$ cat src/cp0Pkg.sv
// ##########################################################################
// CP0 definitions
// Register numbers, exception kinds in priority order, the writeback
// fault report and Cause.ExcCode values
// ##########################################################################
package cp0Pkg;

    localparam logic [4:0] regAddrIndex    = 5'd0;
    localparam logic [4:0] regAddrEntryLo0 = 5'd2;
    localparam logic [4:0] regAddrEntryLo1 = 5'd3;
    localparam logic [4:0] regAddrBadVAddr = 5'd8;
    localparam logic [4:0] regAddrCount    = 5'd9;
    localparam logic [4:0] regAddrEntryHi  = 5'd10;
    localparam logic [4:0] regAddrCompare  = 5'd11;
    localparam logic [4:0] regAddrStatus   = 5'd12;
    localparam logic [4:0] regAddrCause    = 5'd13;
    localparam logic [4:0] regAddrEpc      = 5'd14;

    localparam int excCodeW = 5;

    // Highest priority first after excNone
    typedef enum logic [3:0] {
        excNone, excInterrupt, excAddrFetch, excReservedInstr, excSyscall,
        excBrk, excEret, excTrap, excOverflow, excAddrStore, excAddrLoad,
        excTlbRefill, excTlbInvalid, excTlbModified
    } excKindT;

    typedef struct packed {
        logic addrFetch;
        logic reservedInstr;
        logic syscall;
        logic brk;
        logic eret;
        logic trap;
        logic overflow;
        logic addrStore;
        logic addrLoad;
        logic tlbRefill;
        logic tlbInvalid;
        logic tlbModified;
    } faultT;

    typedef logic [excCodeW-1:0] excCodeT;

    localparam excCodeT codeInterrupt     = 5'h00;
    localparam excCodeT codeAddrFetch     = 5'h04;
    localparam excCodeT codeAddrLoad      = 5'h04;
    localparam excCodeT codeAddrStore     = 5'h05;
    localparam excCodeT codeReservedInstr = 5'h0a;
    localparam excCodeT codeSyscall       = 5'h08;
    localparam excCodeT codeBrk           = 5'h09;
    localparam excCodeT codeTrap          = 5'h0d;
    localparam excCodeT codeOverflow      = 5'h0c;
    localparam excCodeT codeTlbRefill     = 5'h02;
    localparam excCodeT codeTlbInvalid    = 5'h02;
    localparam excCodeT codeTlbModified   = 5'h01;

    localparam logic [31:0] excVector = 32'hBFC0_0380;

endpackage

$ cat src/tlbPkg.sv
// ##########################################################################
// TLB geometry
// Entry count, index width and the field widths of one joint entry
// ##########################################################################
package tlbPkg;

    localparam int entries = 16;
    localparam int indexW  = 4;

    localparam int vpn2W  = 19;
    localparam int asidW  = 8;
    localparam int pfnW   = 20;
    localparam int cacheW = 3;

endpackage

$ cat src/cp0Regs.sv
// ##########################################################################
// CP0 register file
// Software writes, exception recording, TLB probe and read captures,
// the Count/Compare timer and the combinational read port
// ##########################################################################
`timescale 1ns/1ps

module cp0Regs (
    input  logic                        clk,
    input  logic                        rstN,
    input  logic [5:0]                  hwInt,
    input  logic [4:0]                  rdAddr,
    output logic [31:0]                 rdData,
    input  logic                        wrEn,
    input  logic [4:0]                  wrAddr,
    input  logic [31:0]                 wrData,
    input  logic                        tlbp,
    input  logic                        tlbr,
    input  cp0Pkg::excKindT             excKind,
    input  logic [31:0]                 wbPc,
    input  logic                        wbInDelaySlot,
    input  logic [31:0]                 wbBadAddr,
    input  logic                        probeFound,
    input  logic [tlbPkg::indexW-1:0]   probeIndex,
    input  logic [tlbPkg::vpn2W-1:0]    rdVpn2,
    input  logic [tlbPkg::asidW-1:0]    rdAsid,
    input  logic [tlbPkg::pfnW-1:0]     rdPfn0,
    input  logic [tlbPkg::cacheW-1:0]   rdC0,
    input  logic                        rdD0,
    input  logic                        rdV0,
    input  logic [tlbPkg::pfnW-1:0]     rdPfn1,
    input  logic [tlbPkg::cacheW-1:0]   rdC1,
    input  logic                        rdD1,
    input  logic                        rdV1,
    input  logic                        rdG,
    output logic                        statusIe,
    output logic                        statusExl,
    output logic [7:0]                  statusIm,
    output logic [7:0]                  causeIp,
    output logic [31:0]                 epc,
    output logic [tlbPkg::indexW-1:0]   index,
    output logic [tlbPkg::vpn2W-1:0]    vpn2,
    output logic [tlbPkg::asidW-1:0]    asid,
    output logic [tlbPkg::pfnW-1:0]     pfn0,
    output logic [tlbPkg::cacheW-1:0]   c0,
    output logic                        d0,
    output logic                        v0,
    output logic                        g0,
    output logic [tlbPkg::pfnW-1:0]     pfn1,
    output logic [tlbPkg::cacheW-1:0]   c1,
    output logic                        d1,
    output logic                        v1,
    output logic                        g1
);

    logic            indexP;
    logic [31:0]     badVAddr;
    logic [31:0]     count;
    logic            countPhase;
    logic [31:0]     compare;
    logic            causeBd;
    logic            causeTi;
    cp0Pkg::excCodeT causeExcCode;
    logic            timerMatch;
    logic            excTaken;
    logic            recordEntry;

    logic wrIndex, wrLo0, wrLo1, wrCount, wrHi, wrCompare, wrStatus, wrCause, wrEpc;

    assign wrIndex   = wrEn && wrAddr == cp0Pkg::regAddrIndex;
    assign wrLo0     = wrEn && wrAddr == cp0Pkg::regAddrEntryLo0;
    assign wrLo1     = wrEn && wrAddr == cp0Pkg::regAddrEntryLo1;
    assign wrCount   = wrEn && wrAddr == cp0Pkg::regAddrCount;
    assign wrHi      = wrEn && wrAddr == cp0Pkg::regAddrEntryHi;
    assign wrCompare = wrEn && wrAddr == cp0Pkg::regAddrCompare;
    assign wrStatus  = wrEn && wrAddr == cp0Pkg::regAddrStatus;
    assign wrCause   = wrEn && wrAddr == cp0Pkg::regAddrCause;
    assign wrEpc     = wrEn && wrAddr == cp0Pkg::regAddrEpc;

    assign excTaken    = excKind != cp0Pkg::excNone;
    // Nested faults keep the first EPC and BD
    assign recordEntry = excTaken && excKind != cp0Pkg::excEret && !statusExl;
    assign timerMatch  = count == compare;

    // TLB-facing registers
    always_ff @(posedge clk) begin
        if (!rstN) begin
            indexP <= 1'b0;
            index  <= '0;
            {vpn2, asid} <= '0;
            {pfn0, c0, d0, v0, g0} <= '0;
            {pfn1, c1, d1, v1, g1} <= '0;
        end else begin
            if (tlbp) begin
                indexP <= !probeFound;
                index  <= probeIndex;
            end else if (wrIndex) begin
                index  <= wrData[tlbPkg::indexW-1:0];
            end
            if (tlbr) begin
                {vpn2, asid} <= {rdVpn2, rdAsid};
                {pfn0, c0, d0, v0, g0} <= {rdPfn0, rdC0, rdD0, rdV0, rdG};
                {pfn1, c1, d1, v1, g1} <= {rdPfn1, rdC1, rdD1, rdV1, rdG};
            end else begin
                if (wrHi) begin
                    vpn2 <= wrData[31:13];
                    asid <= wrData[7:0];
                end
                if (wrLo0) begin
                    {pfn0, c0, d0, v0, g0} <= wrData[25:0];
                end
                if (wrLo1) begin
                    {pfn1, c1, d1, v1, g1} <= wrData[25:0];
                end
            end
        end
    end

    // Count ticks on every second cycle
    always_ff @(posedge clk) begin
        if (!rstN) begin
            countPhase <= 1'b0;
            count      <= '0;
            compare    <= '1;
            causeTi    <= 1'b0;
        end else begin
            if (wrCount) begin
                countPhase <= 1'b0;
                count      <= wrData;
            end else begin
                countPhase <= !countPhase;
                if (countPhase) begin
                    count <= count + 32'd1;
                end
            end
            if (wrCompare) begin
                compare <= wrData;
                causeTi <= 1'b0;
            end else if (timerMatch) begin
                causeTi <= 1'b1;
            end
        end
    end

    // Status, Cause, EPC and BadVAddr
    always_ff @(posedge clk) begin
        if (!rstN) begin
            statusIe     <= 1'b0;
            statusExl    <= 1'b0;
            statusIm     <= '0;
            causeIp      <= '0;
            causeBd      <= 1'b0;
            causeExcCode <= '0;
            epc          <= '0;
            badVAddr     <= '0;
        end else begin
            causeIp[7:2] <= hwInt | {timerMatch, 5'b0};
            if (wrCause) begin
                causeIp[1:0] <= wrData[9:8];
            end
            if (wrStatus) begin
                statusIe <= wrData[0];
                statusIm <= wrData[15:8];
            end
            if (excTaken) begin
                statusExl <= excKind != cp0Pkg::excEret;
            end else if (wrStatus) begin
                statusExl <= wrData[1];
            end
            if (recordEntry) begin
                causeBd <= wbInDelaySlot;
                epc     <= wbInDelaySlot ? wbPc - 32'd4 : wbPc;
            end else if (wrEpc && !excTaken) begin
                epc     <= wrData;
            end
            if (excKind == cp0Pkg::excAddrFetch) begin
                badVAddr <= wbPc;
            end else if (excKind == cp0Pkg::excAddrLoad || excKind == cp0Pkg::excAddrStore) begin
                badVAddr <= wbBadAddr;
            end
            case (excKind)
                cp0Pkg::excInterrupt:     causeExcCode <= cp0Pkg::codeInterrupt;
                cp0Pkg::excAddrFetch:     causeExcCode <= cp0Pkg::codeAddrFetch;
                cp0Pkg::excReservedInstr: causeExcCode <= cp0Pkg::codeReservedInstr;
                cp0Pkg::excSyscall:       causeExcCode <= cp0Pkg::codeSyscall;
                cp0Pkg::excBrk:           causeExcCode <= cp0Pkg::codeBrk;
                cp0Pkg::excTrap:          causeExcCode <= cp0Pkg::codeTrap;
                cp0Pkg::excOverflow:      causeExcCode <= cp0Pkg::codeOverflow;
                cp0Pkg::excAddrStore:     causeExcCode <= cp0Pkg::codeAddrStore;
                cp0Pkg::excAddrLoad:      causeExcCode <= cp0Pkg::codeAddrLoad;
                cp0Pkg::excTlbRefill:     causeExcCode <= cp0Pkg::codeTlbRefill;
                cp0Pkg::excTlbInvalid:    causeExcCode <= cp0Pkg::codeTlbInvalid;
                cp0Pkg::excTlbModified:   causeExcCode <= cp0Pkg::codeTlbModified;
                default:                  causeExcCode <= causeExcCode;
            endcase
        end
    end

    always_comb begin
        case (rdAddr)
            cp0Pkg::regAddrIndex:    rdData = {indexP, 27'b0, index};
            cp0Pkg::regAddrEntryLo0: rdData = {6'b0, pfn0, c0, d0, v0, g0};
            cp0Pkg::regAddrEntryLo1: rdData = {6'b0, pfn1, c1, d1, v1, g1};
            cp0Pkg::regAddrBadVAddr: rdData = badVAddr;
            cp0Pkg::regAddrCount:    rdData = count;
            cp0Pkg::regAddrEntryHi:  rdData = {vpn2, 5'b0, asid};
            cp0Pkg::regAddrCompare:  rdData = compare;
            // BEV is hardwired to 1
            cp0Pkg::regAddrStatus:   rdData = {9'b0, 1'b1, 6'b0, statusIm, 6'b0, statusExl, statusIe};
            cp0Pkg::regAddrCause:    rdData = {causeBd, causeTi, 14'b0, causeIp, 1'b0,
                                               causeExcCode, 2'b0};
            cp0Pkg::regAddrEpc:      rdData = epc;
            default:                 rdData = '0;
        endcase
    end

    wrAddrKnown: assert property (@(posedge clk) disable iff (!rstN)
        wrEn |-> !$isunknown(wrAddr))
        else $error("CP0 write with unknown address");

endmodule

$ cat src/excDetect.sv
// ##########################################################################
// Writeback exception detector
// Ranks pending interrupts and fault flags into one exception kind
// and produces the pipeline flush and redirect address
// ##########################################################################
`timescale 1ns/1ps

module excDetect (
    input  logic             wbValid,
    input  cp0Pkg::faultT    wbFaults,
    input  logic             statusIe,
    input  logic             statusExl,
    input  logic [7:0]       statusIm,
    input  logic [7:0]       causeIp,
    input  logic [31:0]      epc,
    output cp0Pkg::excKindT  excKind,
    output logic             flush,
    output logic [31:0]      redirectPc
);

    logic intPending;

    assign intPending = statusIe && !statusExl && |(causeIp & statusIm);

    always_comb begin
        if (!wbValid)                    excKind = cp0Pkg::excNone;
        else if (intPending)             excKind = cp0Pkg::excInterrupt;
        else if (wbFaults.addrFetch)     excKind = cp0Pkg::excAddrFetch;
        else if (wbFaults.reservedInstr) excKind = cp0Pkg::excReservedInstr;
        else if (wbFaults.syscall)       excKind = cp0Pkg::excSyscall;
        else if (wbFaults.brk)           excKind = cp0Pkg::excBrk;
        else if (wbFaults.eret)          excKind = cp0Pkg::excEret;
        else if (wbFaults.trap)          excKind = cp0Pkg::excTrap;
        else if (wbFaults.overflow)      excKind = cp0Pkg::excOverflow;
        else if (wbFaults.addrStore)     excKind = cp0Pkg::excAddrStore;
        else if (wbFaults.addrLoad)      excKind = cp0Pkg::excAddrLoad;
        else if (wbFaults.tlbRefill)     excKind = cp0Pkg::excTlbRefill;
        else if (wbFaults.tlbInvalid)    excKind = cp0Pkg::excTlbInvalid;
        else if (wbFaults.tlbModified)   excKind = cp0Pkg::excTlbModified;
        else                             excKind = cp0Pkg::excNone;
    end

    assign flush = excKind != cp0Pkg::excNone;

    // eret returns to the saved PC, everything else goes to the vector
    assign redirectPc = excKind == cp0Pkg::excEret ? epc : cp0Pkg::excVector;

endmodule

$ cat src/tlbArray.sv
// ##########################################################################
// Joint TLB, sixteen entries
// Combinational probe against EntryHi, indexed read and indexed write
// ##########################################################################
`timescale 1ns/1ps

module tlbArray (
    input  logic                        clk,
    input  logic                        rstN,
    input  logic                        tlbwi,
    input  logic [tlbPkg::indexW-1:0]   index,
    input  logic [tlbPkg::vpn2W-1:0]    vpn2,
    input  logic [tlbPkg::asidW-1:0]    asid,
    input  logic [tlbPkg::pfnW-1:0]     pfn0,
    input  logic [tlbPkg::cacheW-1:0]   c0,
    input  logic                        d0,
    input  logic                        v0,
    input  logic                        g0,
    input  logic [tlbPkg::pfnW-1:0]     pfn1,
    input  logic [tlbPkg::cacheW-1:0]   c1,
    input  logic                        d1,
    input  logic                        v1,
    input  logic                        g1,
    output logic                        probeFound,
    output logic [tlbPkg::indexW-1:0]   probeIndex,
    output logic [tlbPkg::vpn2W-1:0]    rdVpn2,
    output logic [tlbPkg::asidW-1:0]    rdAsid,
    output logic [tlbPkg::pfnW-1:0]     rdPfn0,
    output logic [tlbPkg::cacheW-1:0]   rdC0,
    output logic                        rdD0,
    output logic                        rdV0,
    output logic [tlbPkg::pfnW-1:0]     rdPfn1,
    output logic [tlbPkg::cacheW-1:0]   rdC1,
    output logic                        rdD1,
    output logic                        rdV1,
    output logic                        rdG
);

    localparam int n = tlbPkg::entries;

    logic [tlbPkg::vpn2W-1:0]  eVpn2 [n];
    logic [tlbPkg::asidW-1:0]  eAsid [n];
    logic                      eG    [n];
    // Both halves packed as {pfn, c, d, v}
    logic [tlbPkg::pfnW+tlbPkg::cacheW+1:0] eLo0 [n];
    logic [tlbPkg::pfnW+tlbPkg::cacheW+1:0] eLo1 [n];
    logic [n-1:0]              match;

    always_ff @(posedge clk) begin
        if (!rstN) begin
            for (int i = 0; i < n; i++) begin
                // Distinct VPN2 per entry keeps reset entries apart
                eVpn2[i] <= tlbPkg::vpn2W'(i);
                eAsid[i] <= '0;
                eG[i]    <= 1'b0;
                eLo0[i]  <= '0;
                eLo1[i]  <= '0;
            end
        end else if (tlbwi) begin
            eVpn2[index] <= vpn2;
            eAsid[index] <= asid;
            eG[index]    <= g0 & g1;
            eLo0[index]  <= {pfn0, c0, d0, v0};
            eLo1[index]  <= {pfn1, c1, d1, v1};
        end
    end

    always_comb begin
        probeIndex = '0;
        for (int i = 0; i < n; i++) begin
            match[i] = eVpn2[i] == vpn2 && (eG[i] || eAsid[i] == asid);
            if (match[i]) begin
                probeIndex = tlbPkg::indexW'(i);
            end
        end
    end

    assign probeFound = |match;

    assign rdVpn2 = eVpn2[index];
    assign rdAsid = eAsid[index];
    assign rdG    = eG[index];
    assign {rdPfn0, rdC0, rdD0, rdV0} = eLo0[index];
    assign {rdPfn1, rdC1, rdD1, rdV1} = eLo1[index];

    singleMatch: assert property (@(posedge clk) disable iff (!rstN) $onehot0(match))
        else $error("TLB probe hit more than one entry");

endmodule

$ cat src/cp0Top.sv
// ##########################################################################
// CP0 top level
// Register file, writeback exception detector and joint TLB
// ##########################################################################
`timescale 1ns/1ps

module cp0Top (
    input  logic          clk,
    input  logic          rstN,
    input  logic [4:0]    rdAddr,
    output logic [31:0]   rdData,
    input  logic          wrEn,
    input  logic [4:0]    wrAddr,
    input  logic [31:0]   wrData,
    input  logic          tlbp,
    input  logic          tlbr,
    input  logic          tlbwi,
    input  logic          wbValid,
    input  cp0Pkg::faultT wbFaults,
    input  logic [31:0]   wbPc,
    input  logic          wbInDelaySlot,
    input  logic [31:0]   wbBadAddr,
    input  logic [5:0]    hwInt,
    output logic          flush,
    output logic [31:0]   redirectPc
);

    cp0Pkg::excKindT excKind;
    logic            statusIe;
    logic            statusExl;
    logic [7:0]      statusIm;
    logic [7:0]      causeIp;
    logic [31:0]     epc;

    // CP0 to TLB
    logic [tlbPkg::indexW-1:0] index;
    logic [tlbPkg::vpn2W-1:0]  vpn2;
    logic [tlbPkg::asidW-1:0]  asid;
    logic [tlbPkg::pfnW-1:0]   pfn0, pfn1;
    logic [tlbPkg::cacheW-1:0] c0, c1;
    logic                      d0, v0, g0, d1, v1, g1;

    // TLB to CP0
    logic                      probeFound;
    logic [tlbPkg::indexW-1:0] probeIndex;
    logic [tlbPkg::vpn2W-1:0]  rdVpn2;
    logic [tlbPkg::asidW-1:0]  rdAsid;
    logic [tlbPkg::pfnW-1:0]   rdPfn0, rdPfn1;
    logic [tlbPkg::cacheW-1:0] rdC0, rdC1;
    logic                      rdD0, rdV0, rdD1, rdV1, rdG;

    cp0Regs regs0 (.*);

    excDetect exc0 (.*);

    tlbArray tlb0 (.*);

endmodule

$ cat config.mk
export PLATFORM = sky130hd
export DESIGN_NAME = cp0Top
export DESIGN_NICKNAME = d
export VERILOG_FILES = /design/src/cp0Pkg.sv /design/src/tlbPkg.sv /design/src/cp0Regs.sv /design/src/excDetect.sv /design/src/tlbArray.sv /design/src/cp0Top.sv
export SDC_FILE = /design/constraint.sdc
export NUM_CORES = 2
export LEC_CHECK = 0
export BUFFER_PORTS_ARGS = -buffer_cell sky130_fd_sc_hd__buf_4
export CAP_MARGIN = 20
export CORE_MARGIN = 5
export CORE_UTILIZATION = 45
export CTS_CLUSTER_DIAMETER = 100
export DETAILED_ROUTE_END_ITERATION = 6
export GPL_ROUTABILITY_DRIVEN = 0
export SYNTH_ARGS = -nofsm -noshare
export SYNTH_HDL_FRONTEND = slang
export SYNTH_SLANG_ARGS = --single-unit
export TNS_END_PERCENT = 5
$ cat constraint.sdc
create_clock -name clk -period 14.8 [get_ports clk]
set_input_delay 0.74 -clock clk [delete_from_list [all_inputs] [get_ports clk]]
set_output_delay 0.74 -clock clk [all_outputs]
set_load 0.01 [all_outputs]
==> impl_metrics.csv <==
group,metric,value,unit
logic_synthesis,async_flop_share,0,
logic_synthesis,post-synth-top-count-cell,"edfxtp_1",
critical_path,crit_chain,"buf_4 -> buf_12 -> buf_4 -> mux4_2 -> mux4_2 -> nor2_1 -> a211oi_1",
pwr,pwr-share-clk,0.410,
timing,period_needed,5.03,ns
pwr,p_sw,2.54,mW
finish,stdcell_area,82200,µm²
logic_synthesis,yosys-top-cells-count,"edfxtp_1, and3_1, clkbuf_1, xor2_1, and2_1",
placement,placed_cell_area,76900,µm²
die,rows,148,
global_route,grt_pass1_wl,363,mm
timing,hold_slack,0.211,ns
pwr,swShare,0.258,
cts,cts_buffers,159,
cts,cts.path.max_buffers,3,
detailed_routing,via_per_inst,6.42,
global_route,antenna_found_initial,9,
detailed_routing,drt_iter0_drc,6286,
die,die_y,415,µm
cts,postCtsHoldBufs,0,
global_route,grt_pass1_vias,49095,
critical_path,rr_worst_depth,7,
logic_synthesis,syn_nets,5755,
critical_path,critPathMaxFanout,94,
pwr,p_seq_frac,0.494,
critical_path,critical_path_class,"flop to flop",
pwr,ir_worst_vdd,0.000121,V
detailed_routing,drc,0,
detailed_routing,totalWireLength,254,mm
logic_synthesis,post_synth.cell_area_avg,13.1,µm²
detailed_routing,ant_nets,0,
cts,clkTransAtPathRegs,0.06,ns
pwr,powerDensity,120,nW/µm²
logic_synthesis,syn_inst,5621,
placement,dp.final_hpwl,153,mm
global_route,grt-ovfl-total,0,
timing,fin_skew,0.0411,ns
logic_synthesis,synthFlopType,"edfxtp_1",
hold_path,min_path_cells,2,
pwr,p_int,7.32,mW
critical_path,start_kind,"flop",
die,core-area,163000,µm²
critical_path,reg2reg_setup_slack,9.77,ns
global_route,grt_max_degree,197,
detailed_routing,vias,50087,
logic_synthesis,synth_edf_count,1232,
outcome,status,"complete, no violations",
timing,final.setup.tns,0,ns
finish,area_growth,11.3,%
pwr,p_comb_frac,0.096,
cts,clock_sinks,1489,
critical_path,cp.arrival,5.64,ns
logic_synthesis,yosysSeqAreaShare,0.571,
timing,hold_viol_final,0,
detailed_routing,dr.pass1.iters,6,
pwr,p_leak,32.5,nW
timing,tightest_slew,1.24,ns
die,start_util,0.453,
critical_path,cp.required,15.41,ns
hold_path,hold_path_class,"input port to flop",
logic_synthesis,ys_ff_latch,1489,
global_route,grt_usage,0.287,
logic_synthesis,ys_warn_count,0,
timing,slew_viol_final,0,
cts,clock_latency,0.82,ns
timing,period_share,0.340,
detailed_routing,wire_per_inst,32.5,µm
critical_path,slowest_stage,"dfxtp_4",
placement,numPortBuffers,196,
die,dieWidth,415,µm
logic_synthesis,synth.top_cell.area_share,0.501,
logic_synthesis,yosys.area.top_type,"edfxtp_1",
critical_path,r2r_end,"regs0.pfn1[11]",
finish,finish.net_count,5622,
critical_path,setup.worst_path.end_class,"flop",
logic_synthesis,syn_area,73800,µm²
cts,cts_tree,"done",
cts,cts_setup_buffers,0,
cts,htree_levels,4,
cts,ctsResizeCount,0,
logic_synthesis,synth_area_leaders,"edfxtp_1, mux4_2, and3_1, dfxtp_1, xor2_1",
hold_path,hold_start,"hwInt[3]",
timing,relSlewSlack,0.170,
cts,cts_root_buffer,"clkbuf_16",
timing,max_freq,199,MHz
timing,setup_viol,0,
finish,drive_gt1_frac,0.181,
timing,rsz0062_at_grt,"no",
flow_run,maxCapViolCount,0,
die,dieArea,172000,µm²
die,io_pins,197,
logic_synthesis,ys_types,69,
hold_path,holdPathEnd,"regs0.causeIp[5]",
critical_path,slowest_delay,0.91,ns
[cells by family after synthesis]
kind of cell	count (synthesis)	share of synthesized area
buf+inv	624	0.0333
flops	1489	0.571
compound gates	410	0.0393
xor+xnor	523	0.0620
simple gates	2083	0.162
fa+ha+maj	2	0.000339
mux	490	0.133
[critical path: cells and delay by family (launching register included)]
| kind | cells | cell delay, ns |
|---|---|---|
| and+or+nand+nor | 1 | 0.12 |
| buffers and inverters | 3 | 2.45 |
| muxes | 2 | 1.06 |
| DFF | 1 | 0.91 |
| AOI/OAI and AO/OA | 1 | 0.08 |
[per-stage QoR]
step	setup slack [ns]	std cells	power [mW]	utilization
global route	9.27	7804	10.1	0.504
detailed placement	9.63	7499	5.90	0.472
floorplan	7.71	5621	5.46	-
finish	9.77	7807	9.86	0.505
CTS	9.65	7798	9.89	0.504
global placement	9.66	7498	5.89	0.472
[power by group through the flow]
stage          sequential [mW]  clock, mW  combinational (mW)
2_1_floorplan             4.86          0               0.607
3_3_place_gp              4.96          0               0.930
3_5_place_dp              4.96          0               0.937
4_1_cts                   4.87       4.08               0.940
5_1_grt                   4.89       4.25               0.990
6_report                  4.87       4.04               0.945
[state kept, by name, indices dropped and copies added (netlist names), 16 cells and up, named ones only]
name and cells:
regs0.badVAddr 32, regs0.compare 32, regs0.count 32, regs0.epc 32, regs0.pfn0 20, regs0.pfn1 20, regs0.vpn2 19, tlb0.eAsid 128
tlb0.eG 16, tlb0.eLo0 400, tlb0.eLo1 400, tlb0.eVpn2 304
[how the worst max path moves through the flow]
stage,endpoint
2_1_floorplan,tlb0.eAsid[15][0]
3_3_place_gp,regs0.pfn0[16]
3_5_place_dp,regs0.pfn0[13]
4_1_cts,regs0.pfn1[11]
5_1_grt,regs0.pfn1[11]
6_report,regs0.pfn1[11]
[cell usage in the layout, fill, tap and decap left out, types with 55 or more instances in the layout]
cell type,count
edfxtp_1,1232
and3_1,838
xor2_1,454
and2_1,397
mux4_2,390
buf_4,313
dfxtp_1,244
nand2_1,205
clkbuf_16,161
nor2_1,146
nand3_1,140
nor4_1,115
a211oi_1,102
mux2i_1,97
a22oi_1,71
xnor2_1,69
nor3_1,63
a21oi_1,56
o21ai_0,55
[final cells by class]
class                      instances  area (µm²)
timing repair buffer             319        2480
clock buffer                     217        4370
tap                             2175        2720
sequential                      1489       42200
inverter                          11        51.3
fill                           13900       80700
multi-input combinational       3508       29500
antenna                            6        15.0
clock inverter                    82         861
[routing by layer]
metal	track usage	part of all wire
met3	0.0456	0.080
met2	0.461	0.48
met1	0.379	0.39
met4	0.148	0.058
met5	0	0.000051
No activity file was read; power rests on OpenSTA's default activity.
